`src/arb_pkg.sv`:
```
package arb_pkg;

    // --------------------
    // Sizes and rates

    localparam token_width         = 4;
    localparam fifo_depth          = 4;
    localparam fifo_ptr_width      = 2;  // log2 of fifo_depth
    localparam digit_count         = 4;
    localparam starve_limit        = 3;  // A wins in a row while B waits
    localparam refresh_cycles_log2 = 4;

    // Status digit, segment order is a b c d e f g h
    localparam status_digit  = 1;
    localparam seg_ready_a   = 8'b0000_0001;  // Dot
    localparam seg_ready_b   = 8'b0000_0010;  // Segment g
    localparam seg_ready_out = 8'b0001_0000;  // Segment d

    // --------------------
    // Types

    typedef logic [token_width - 1:0] token_t;
    typedef logic [token_width - 2:0] count_t;
    typedef logic [7:0]               segments_t;
    typedef logic [digit_count - 1:0] digit_sel_t;
    typedef logic [1:0]               win_count_t;

    // Forward half of a valid/ready stream
    typedef struct packed {
        logic   valid;
        token_t data;
    } stream_t;

    typedef enum logic {
        grant_a,
        grant_b
    } grant_e;

endpackage

```
`src/dual_fifo_arbiter.sv`:
```
`timescale 1ns/1ps

module dual_fifo_arbiter
(
    input  logic             clk,
    input  logic             reset,
    input  arb_pkg::stream_t a,
    output logic             a_ready,
    input  arb_pkg::stream_t b,
    output logic             b_ready,
    output arb_pkg::stream_t out,
    input  logic             out_ready
);

    // FIFO heads into the arbiter
    arb_pkg::stream_t a_head;
    arb_pkg::stream_t b_head;
    logic             a_head_ready;
    logic             b_head_ready;

    // One buffer per source so a stalled one never blocks the other
    token_fifo a_fifo_inst
    (
        .clk       (clk),
        .reset     (reset),
        .in        (a),
        .in_ready  (a_ready),
        .out       (a_head),
        .out_ready (a_head_ready)
    );

    token_fifo b_fifo_inst
    (
        .clk       (clk),
        .reset     (reset),
        .in        (b),
        .in_ready  (b_ready),
        .out       (b_head),
        .out_ready (b_head_ready)
    );

    starvation_free_arbiter arbiter_inst
    (
        .clk       (clk),
        .reset     (reset),
        .a         (a_head),
        .a_ready   (a_head_ready),
        .b         (b_head),
        .b_ready   (b_head_ready),
        .out       (out),
        .out_ready (out_ready)
    );

endmodule

```
`src/fifo_arbiter_board_top.sv`:
```
`timescale 1ns/1ps

module fifo_arbiter_board_top
(
    input  logic                clk,
    input  logic                reset,
    input  logic [2:0]          key,
    input  logic [0:0]          sw,
    output logic [7:0]          led,
    output arb_pkg::segments_t  abcdefgh,
    output arb_pkg::digit_sel_t digit
);

    arb_pkg::stream_t a_stream;
    arb_pkg::stream_t b_stream;
    arb_pkg::stream_t out_stream;

    logic a_ready;
    logic b_ready;
    logic out_ready;

    arb_pkg::segments_t status;

    assign out_ready = ~sw[0];  // Switch off means ready

    // --------------------
    // Sources and arbitration

    token_source #(.tag(1'b0)) a_source_inst
    (
        .clk       (clk),
        .reset     (reset),
        .enable    (key[2]),
        .out       (a_stream),
        .out_ready (a_ready)
    );

    token_source #(.tag(1'b1)) b_source_inst
    (
        .clk       (clk),
        .reset     (reset),
        .enable    (key[1]),
        .out       (b_stream),
        .out_ready (b_ready)
    );

    dual_fifo_arbiter dual_fifo_arbiter_inst
    (
        .clk       (clk),
        .reset     (reset),
        .a         (a_stream),
        .a_ready   (a_ready),
        .b         (b_stream),
        .b_ready   (b_ready),
        .out       (out_stream),
        .out_ready (out_ready)
    );

    // --------------------
    // LEDs and display

    assign led = {out_ready, b_ready, a_ready, out_stream.valid, out_stream.data};

    always_comb
    begin
        status = '0;
        if (a_ready)
            status |= arb_pkg::seg_ready_a;
        if (b_ready)
            status |= arb_pkg::seg_ready_b;
        if (out_ready)
            status |= arb_pkg::seg_ready_out;
    end

    seven_segment_display display_inst
    (
        .clk      (clk),
        .reset    (reset),
        .number   ({a_stream.data, b_stream.data, 4'h0, out_stream.data}),
        .blank    ({3'b000, ~out_stream.valid}),  // No output token, dark digit 0
        .status   (status),
        .abcdefgh (abcdefgh),
        .digit    (digit)
    );

endmodule

```
`src/seven_segment_display.sv`:
```
`timescale 1ns/1ps

module seven_segment_display
(
    input  logic                                        clk,
    input  logic                                        reset,
    input  logic [arb_pkg::digit_count * 4 - 1:0]       number,
    input  arb_pkg::digit_sel_t                         blank,
    input  arb_pkg::segments_t                          status,
    output arb_pkg::segments_t                          abcdefgh,
    output arb_pkg::digit_sel_t                         digit
);

    logic [arb_pkg::refresh_cycles_log2 - 1:0] refresh_cnt;

    arb_pkg::token_t    nibble;
    arb_pkg::segments_t font;

    // --------------------
    // Digit rotation

    always_ff @(posedge clk)
    begin
        if (reset)
        begin
            refresh_cnt <= '0;
            digit       <= arb_pkg::digit_sel_t'(1);  // Digit 0 first
        end
        else
        begin
            refresh_cnt <= refresh_cnt + 1'b1;
            if (refresh_cnt == '1)
                digit <= {digit[arb_pkg::digit_count - 2:0], digit[arb_pkg::digit_count - 1]};
        end
    end

    always_comb
    begin
        nibble = '0;
        for (int i = 0; i < arb_pkg::digit_count; i++)
            if (digit[i])
                nibble = number[i * 4 +: 4];
    end

    // Hex font, a in the top bit
    always_comb
    begin
        case (nibble)
            4'h0: font = 8'b1111_1100;
            4'h1: font = 8'b0110_0000;
            4'h2: font = 8'b1101_1010;
            4'h3: font = 8'b1111_0010;
            4'h4: font = 8'b0110_0110;
            4'h5: font = 8'b1011_0110;
            4'h6: font = 8'b1011_1110;
            4'h7: font = 8'b1110_0000;
            4'h8: font = 8'b1111_1110;
            4'h9: font = 8'b1111_0110;
            4'ha: font = 8'b1110_1110;
            4'hb: font = 8'b0011_1110;
            4'hc: font = 8'b1001_1100;
            4'hd: font = 8'b0111_1010;
            4'he: font = 8'b1001_1110;
            default: font = 8'b1000_1110;  // f
        endcase
    end

    // --------------------
    // Segment output

    always_comb
    begin
        if ((digit & blank) != '0)
            abcdefgh = '0;
        else if (digit[arb_pkg::status_digit])
            abcdefgh = status;  // Status digit replaces its nibble
        else
            abcdefgh = font;
    end

endmodule

```
`src/starvation_free_arbiter.sv`:
```
`timescale 1ns/1ps

module starvation_free_arbiter
(
    input  logic             clk,
    input  logic             reset,
    input  arb_pkg::stream_t a,
    output logic             a_ready,
    input  arb_pkg::stream_t b,
    output logic             b_ready,
    output arb_pkg::stream_t out,
    input  logic             out_ready
);

    arb_pkg::grant_e     grant_sel;
    arb_pkg::grant_e     last_grant;
    arb_pkg::win_count_t win_count;

    logic b_starving;
    logic a_xfer;
    logic b_xfer;

    assign b_starving = (win_count == arb_pkg::win_count_t'(arb_pkg::starve_limit));

    // --------------------
    // Grant selection

    always_comb
    begin
        if (a.valid && b.valid)
            grant_sel = b_starving ? arb_pkg::grant_b : arb_pkg::grant_a;
        else if (a.valid)
            grant_sel = arb_pkg::grant_a;
        else if (b.valid)
            grant_sel = arb_pkg::grant_b;
        else
            grant_sel = last_grant;  // Idle, keep pointing at the last winner
    end

    assign out.valid = a.valid || b.valid;
    assign out.data  = (grant_sel == arb_pkg::grant_b) ? b.data : a.data;

    assign a_ready = out_ready && (grant_sel == arb_pkg::grant_a);
    assign b_ready = out_ready && (grant_sel == arb_pkg::grant_b);

    assign a_xfer = a.valid && a_ready;
    assign b_xfer = b.valid && b_ready;

    // --------------------
    // Win counter and last winner

    always_ff @(posedge clk)
    begin
        if (reset)
        begin
            win_count  <= '0;
            last_grant <= arb_pkg::grant_a;
        end
        else
        begin
            if (b_xfer || !b.valid)
                win_count <= '0;
            else if (a_xfer)
                win_count <= win_count + 1'b1;  // A beat a waiting B

            if (a_xfer)
                last_grant <= arb_pkg::grant_a;
            else if (b_xfer)
                last_grant <= arb_pkg::grant_b;
        end
    end

    one_ready_at_a_time: assert property (@(posedge clk) disable iff (reset)
        !(a_ready && b_ready));

    // Once the limit is hit, the next transfer goes to B
    b_served_at_limit: assert property (@(posedge clk) disable iff (reset)
        b.valid && b_starving && out_ready |=> win_count == '0);

endmodule

```
`src/token_fifo.sv`:
```
`timescale 1ns/1ps

module token_fifo
(
    input  logic             clk,
    input  logic             reset,
    input  arb_pkg::stream_t in,
    output logic             in_ready,
    output arb_pkg::stream_t out,
    input  logic             out_ready
);

    // Pointers carry one extra wrap bit
    logic [arb_pkg::fifo_ptr_width:0] wr_ptr;
    logic [arb_pkg::fifo_ptr_width:0] rd_ptr;
    logic [arb_pkg::fifo_ptr_width:0] count;

    arb_pkg::token_t mem [arb_pkg::fifo_depth];

    logic empty;
    logic full;
    logic push;
    logic pop;

    // --------------------
    // Status

    assign empty = (wr_ptr == rd_ptr);

    // Same slot, different lap
    assign full  = (wr_ptr[arb_pkg::fifo_ptr_width - 1:0] == rd_ptr[arb_pkg::fifo_ptr_width - 1:0])
                && (wr_ptr[arb_pkg::fifo_ptr_width] != rd_ptr[arb_pkg::fifo_ptr_width]);

    assign count = wr_ptr - rd_ptr;

    assign in_ready  = !full;
    assign out.valid = !empty;
    assign out.data  = mem[rd_ptr[arb_pkg::fifo_ptr_width - 1:0]];

    assign push = in.valid && in_ready;
    assign pop  = out.valid && out_ready;

    // --------------------
    // Pointers and storage

    always_ff @(posedge clk)
    begin
        if (reset)
        begin
            wr_ptr <= '0;
            rd_ptr <= '0;
        end
        else
        begin
            if (push)
                wr_ptr <= wr_ptr + 1'b1;
            if (pop)
                rd_ptr <= rd_ptr + 1'b1;
        end
    end

    always_ff @(posedge clk)
    begin
        if (push)
            mem[wr_ptr[arb_pkg::fifo_ptr_width - 1:0]] <= in.data;
    end

    // --------------------
    // Checks

    // Filling the last slot must close the input on the next cycle
    no_push_when_full: assert property (@(posedge clk) disable iff (reset)
        push && !pop && (count == arb_pkg::fifo_depth - 1) |=> !in_ready);

    // A stalled head keeps its token
    head_held_stable: assert property (@(posedge clk) disable iff (reset)
        out.valid && !out_ready |=> out.valid && $stable(out.data));

endmodule

```
`src/token_source.sv`:
```
`timescale 1ns/1ps

module token_source
#(
    parameter bit tag = 1'b0
)
(
    input  logic             clk,
    input  logic             reset,
    input  logic             enable,     // Key level
    output arb_pkg::stream_t out,
    input  logic             out_ready
);

    arb_pkg::count_t count;
    logic            accepted;

    assign accepted = out.valid && out_ready;

    // Wraps over the counter width
    always_ff @(posedge clk)
    begin
        if (reset)
            count <= '0;
        else if (accepted)
            count <= count + 1'b1;
    end

    // Tag on top, so A gives 0..7 and B gives 8..f
    assign out.valid = enable;
    assign out.data  = {tag, count};

endmodule
```
`config.mk`:
```
export PLATFORM = sky130hd
export DESIGN_NAME = fifo_arbiter_board_top
export DESIGN_NICKNAME = d
export VERILOG_FILES = /design/src/arb_pkg.sv /design/src/dual_fifo_arbiter.sv /design/src/fifo_arbiter_board_top.sv /design/src/seven_segment_display.sv /design/src/starvation_free_arbiter.sv /design/src/token_fifo.sv /design/src/token_source.sv
export SDC_FILE = /design/constraint.sdc
export NUM_CORES = 1
export LEC_CHECK = 0
export BUFFER_PORTS_ARGS = -buffer_cell sky130_fd_sc_hd__buf_2
export CAP_MARGIN = 20
export CORE_MARGIN = 2
export CORE_UTILIZATION = 61
export DETAILED_ROUTE_END_ITERATION = 8
export PLACE_DENSITY = 0.8
export SLEW_MARGIN = 20
export SYNTH_ARGS = -nofsm -noshare
export SYNTH_HDL_FRONTEND = slang
export SYNTH_HIERARCHICAL = 1
export SYNTH_SLANG_ARGS = --single-unit
```
`constraint.sdc`:
```
create_clock -name clk -period 4.45 [get_ports clk]
set_input_delay 0.89 -clock clk [delete_from_list [all_inputs] [get_ports clk]]
set_output_delay 0.89 -clock clk [all_outputs]
set_load 0.01 [all_outputs]
```
# Yosys cells after proc, flatten, opt, wreduce, memory -nomap -nowiden
# Memory sizes are Yosys's and may differ from the RTL's. A register that Yosys moved wholly into a read port is not among the register bits.
# Cells that the tools add are included.
# classes
mux,22
n_addsub,8
eq_ne,8
reduce_logical,18
bitwise_logic,4
# ops
operator,count
2-to-1 mux 4 bit,5
adder 3 x 1 -> 3 bit (second input constant),6
2-to-1 mux 8 bit,2
2-to-1 mux 2 bit,5
logical AND 1 bit,9
2-to-1 mux 1 bit,9
equality test 3 bit,2
2-to-1 mux 5 bit,1
adder 4 x 1 -> 4 bit (second input constant),1
bitwise AND 4 x 1 -> 4 bit,1
equality test 2 bit,2
equality test 4 bit (second input constant),1
logical NOT 1 bit,4
nonzero test 4 bit,1
OR reduction 2 bit,2
NOT 1 bit,3
adder 2 x 1 -> 2 bit (second input constant),1
equality test 2 bit (second input constant),1
logical OR 1 bit,2
inequality test 1 bit,2
# word_totals
register_bits,29
word_cells,73
ramBits,24
romBits,112
out_inout_bits,20
inputBits,6
memories,3
# mem_list
memory,depth,word_bits,rd,rd_clocked_by_memory_dff,write_ports,line,text
(no name shown),16,7,1,0,0,seven_segment_display.sv:48,case (nibble)
dual_fifo_arbiter_inst.a_fifo_inst.mem,4,3,1,1,1,token_fifo.sv:18,arb_pkg::token_t mem [arb_pkg::fifo_depth];
dual_fifo_arbiter_inst.b_fifo_inst.mem,4,3,1,1,1,token_fifo.sv:18,

# Depth between registers and ports, before layout
# An unclocked memory read counts as a cell.
# depth
word_depth,12
depth_mapped,13
depth_no_buf,12

# By module
# Netlist, hierarchy kept.
# modules_own_cells
mod,cells_each,area_each_um2,seq_area_each_um2,instances
token_fifo,91,1167.4,640.6,2
seven_segment_display,105,832.0,160.2,1
token_source,17,170.2,60.1,2
starvation_free_arbiter,25,247.7,60.1,1
fifo_arbiter_board_top,6,33.8,0.0,1

# Worst setup path after synthesis
# No wires, ideal clock.
# synth_path
path_kind,reg2out
from,register dual_fifo_arbiter_inst/b_fifo_inst/wr_ptr[0] (netlist name)
to,output port abcdefgh[3]
arrival_ps,3084
t_required_ps,3560
setup_slack_ps,476
path_buffers,0
path_stages_with_launch,11
cell_sequence,dfxtp_1 xnor2_1 nand3_1 o21ai_4 mux2_4 a221o_1 a22oi_4 inv_1 ha_1 a311o_1 a41oi_1
# synth_rtl
element,line,text
from (decl),token_fifo.sv:14,logic [arb_pkg::fifo_ptr_width:0] wr_ptr;
from (signal assigned),token_fifo.sv:56,wr_ptr <= wr_ptr + 1'b1;
to (decl),fifo_arbiter_board_top.sv:10,"output arb_pkg::segments_t abcdefgh,"

==> metrics.md <==
| Metric | Value |
|---|---|
| Met1 track demand over resource | 32.1% |
| Hold worst-path end | display_inst/refresh_cnt[0] |
| Hold path cells | 1 |
| Met3 Use GR | 5.07% |
| Initial Util | 63.6% |
| Top-count cell post-synth | dfxtp_1 |
| Die W | 82.8 um |
| Remaining DRCs | 0 |
| TritonCTS Buffers | 9 |
| Hold WS | 0.450 ns |
| Main flop type after synthesis | dfxtp_1 |
| Die ar. | 6860 sq um |
| Peak supply drop | 422 uV |
| Final setup viols | 0 |
| All-Layer GR Usage | 23.8% |
| Number of global-route vias before repair | 2,718 |
| Clock sink count | 65 |
| Setup crit start kind | flip-flop |
| Post-synth EDFFs | 32 |
| Critical Path RT | 3.56 ns |
| Post-synthesis register bit count | 65 |
| First-pass GRT wire length | 13,100 um |
| Layout cells sized above 1 | 21.3% |
| Final wirelength | 7710 um |
| Hold Fails Final Rpt | 0 |
| Clock Latency Late Sink | 0.33 ns |
| Register area share after synthesis | 42.8% |
| Met2 GRT Util | 37.9% |
| Worst relative slew slack | 48.8% |
| FF-to-FF path depth | 8 |
| Synthesis-to-layout area growth | 10.5% |
| Gpl congestion | 0.862 |
| Critical path class | flip-flop to output port |
| Rows | 28 |
| Starting DRC count in detailed routing | 192 |
| Flop-to-flop setup slack | 2.12 ns |
| CTS Hold Bufs | 0 |
| Outcome | complete, no violations |
| TritonCTS clock tree | yes |
| Clock Skew | 0.00656 ns |
| Routed len/inst | 16.4 um |
| Pin count of the biggest net entering global routing | 43 |
| Commonest cells post-synth | dfxtp_1 (33), edfxtp_1 (32), nand2_1 (24) |
| Post-DP Area | 3980 sq um |
| Ys async rst share | 0% |
| Final Net Count | 416 |
| Synthesized area | 3790 sq um |
| Detailed Place HPWL | 5510 um |
| CTS max path bufs | 2 |
| Global route hottest layer | met2 |
| Min Tclk post-route | 4.25 ns |
| Final Cell Area | 4190 sq um |
| Leakage Power | 0.00164 uW |
| Synthesized area per cell | 10.8 sq um |
| Crit-path max FO | 6 |
| Final worst path period share | 95.6% |
| Setup TNS | 0 ns |
| Synth warn | 6 |
| Worst Hold Class | flip-flop to flip-flop |
| ANT cells | 0 |
| Die H | 82.8 um |
| CP endpoint kind | output port |
| # IOs | 26 |
| Reg2reg end | dual_fifo_arbiter_inst/b_fifo_inst/rd_ptr[2] |
| Via-per-instance ratio | 5.99 |
| Unrepaired setup endpoints after global routing | no |
| Max Fclk | 0.235 GHz |
| Cell Pwr Density | 583 nW/um^2 |
| Drt first pass iters | 4 |
| Max_cap viols | 0 |
| Root Driver | clkbuf_8 |
| Initial antenna violation count | 0 |
| Final ANT Viol Nets | 0 |
| Finished Layout Cells | 470 |
| # port buffers | 24 |
| Synth unique cells | 55 |
| Placed instance count | 453 |
| Worst-margin pin slew | 0.767 ns |
| Largest cells by area after synthesis | edfxtp_1 (25%), dfxtp_1 (17%), ha_1 (6.6%), mux4_2 (4.8%), nand3_1 (2.8%) |
| Slew Viols, Final | 0 |
| Min-delay src | display_inst/refresh_cnt[0] |
| Post-synthesis instance total | 352 |
| Synth area leader | edfxtp_1 |
| Vias | 2,815 |
| Area fraction of the dominant cell type after synthesis | 25.4% |
| Reg2reg start | dual_fifo_arbiter_inst/a_fifo_inst/rd_ptr[0] |
| Crit path DAT | 3.36 ns |
| CTS H-tree lvls | 3 |
| Core area | 5960 sq um |
| GRT overflow | 0 |
| Reg clk slew, reported paths | 0.08 ns |
report_power, final:
| group | switching [uW] | internal, uW | leakage, uW |
|---|---|---|---|
| Sequential | 71.3 | 691 | 0.000571 |
| Combinational | 656 | 543 | 0.000976 |
| Clock | 240 | 239 | 0.0000902 |
worst max-delay path, cell delays in order (launching register included):
cell,delay [ns]
dfxtp_1,0.48
xnor2_1,0.19
nand3_1,0.20
nor2b_2,0.20
o21ai_4,0.12
mux2_4,0.32
a221o_1,0.30
a22o_1,0.27
ha_1,0.33
nor3_1,0.06
a2111oi_2,0.35
buf_2,0.19
cells in the final DEF, fill, tap and decap left out, types with 6 or more instances in the layout:
master / instances
nand3_1: 21
buf_4: 10
a211o_1: 7
a21oi_1: 15
dfxtp_1: 29
conb_1: 15
inv_1: 18
clkbuf_8: 9
and2_1: 10
nor3b_1: 10
nor2_1: 13
edfxtp_1: 32
xnor2_1: 8
mux2_4: 6
ha_1: 20
buf_2: 24
mux4_2: 8
nand4_1: 13
o21ai_0: 10
nand2_1: 24
nor2b_1: 11
kinds of logic after synthesis:
kind of cell	count (synthesis)	share of synthesized area (%)
other	3	0.297
flip-flops	65	42.8
multiplexers	19	8.45
XOR/XNOR	15	3.86
AND/OR/NAND/NOR	126	19.2
AO/OA/AOI/OAI	66	13.3
adder cells (fa/ha/maj)	20	6.61
buffers and inverters	38	5.51
stage by stage:
stage,worst slack [ns],util [%],power (uW)
2_1_floorplan,0.476,-,1630
3_3_place_gp,0.544,66.8,1910
3_5_place_dp,0.490,66.8,1950
4_1_cts,0.110,70.1,2430
5_1_grt,0.0105,70.3,2610
6_report,0.197,70.3,2440
layout make-up:
| cell class | instances | area (sq um) |
|---|---|---|
| clock buffers | 10 | 149 |
| clock inverters | 6 | 48.8 |
| fillers | 428 | 1770 |
| inverters | 19 | 71.3 |
| multi-input cells | 261 | 2000 |
| flip-flops and latches | 65 | 1630 |
| well taps | 75 | 93.8 |
| repair buffers | 34 | 195 |
routing by layer:
metal	wire length, um	part of all wire, %	vias up
met2	3790	49	99
li1	-	-	1367
met1	3460	45	1337
met4	106	1.4	0
met3	344	4.5	12
met5	0	0	-
registers in the layout (all words and copies together) (netlist names), named ones only:
signal                                          count
a_source_inst/count                                 3
b_source_inst/count                                 3
display_inst/digit                                  4
display_inst/refresh_cnt                            4
dual_fifo_arbiter_inst/a_fifo_inst/mem             16
dual_fifo_arbiter_inst/a_fifo_inst/rd_ptr           3
dual_fifo_arbiter_inst/a_fifo_inst/wr_ptr           3
dual_fifo_arbiter_inst/arbiter_inst/last_grant      1
dual_fifo_arbiter_inst/arbiter_inst/win_count       2
dual_fifo_arbiter_inst/b_fifo_inst/mem             16
dual_fifo_arbiter_inst/b_fifo_inst/rd_ptr           3
dual_fifo_arbiter_inst/b_fifo_inst/wr_ptr           3
worst max-delay path by stage:
stage	start	to	cells past startpoint
6_report	dual_fifo_arbiter_inst/a_fifo_inst/rd_ptr[0]	abcdefgh[6]	11
3_5_place_dp	dual_fifo_arbiter_inst/b_fifo_inst/wr_ptr[0]	abcdefgh[6]	10
2_1_floorplan	dual_fifo_arbiter_inst/b_fifo_inst/wr_ptr[0]	abcdefgh[3]	10
4_1_cts	dual_fifo_arbiter_inst/b_fifo_inst/wr_ptr[0]	abcdefgh[6]	10
3_3_place_gp	dual_fifo_arbiter_inst/b_fifo_inst/rd_ptr[1]	abcdefgh[6]	10
5_1_grt	dual_fifo_arbiter_inst/a_fifo_inst/rd_ptr[0]	abcdefgh[5]	12
what timing repair did:
item | CTS | global route
endpoints found under the setup margin | 0 | 5
buffers inserted | 0 | 1
gates resized for setup | 0 | 4
No activity file was read; power rests on OpenSTA's default activity.
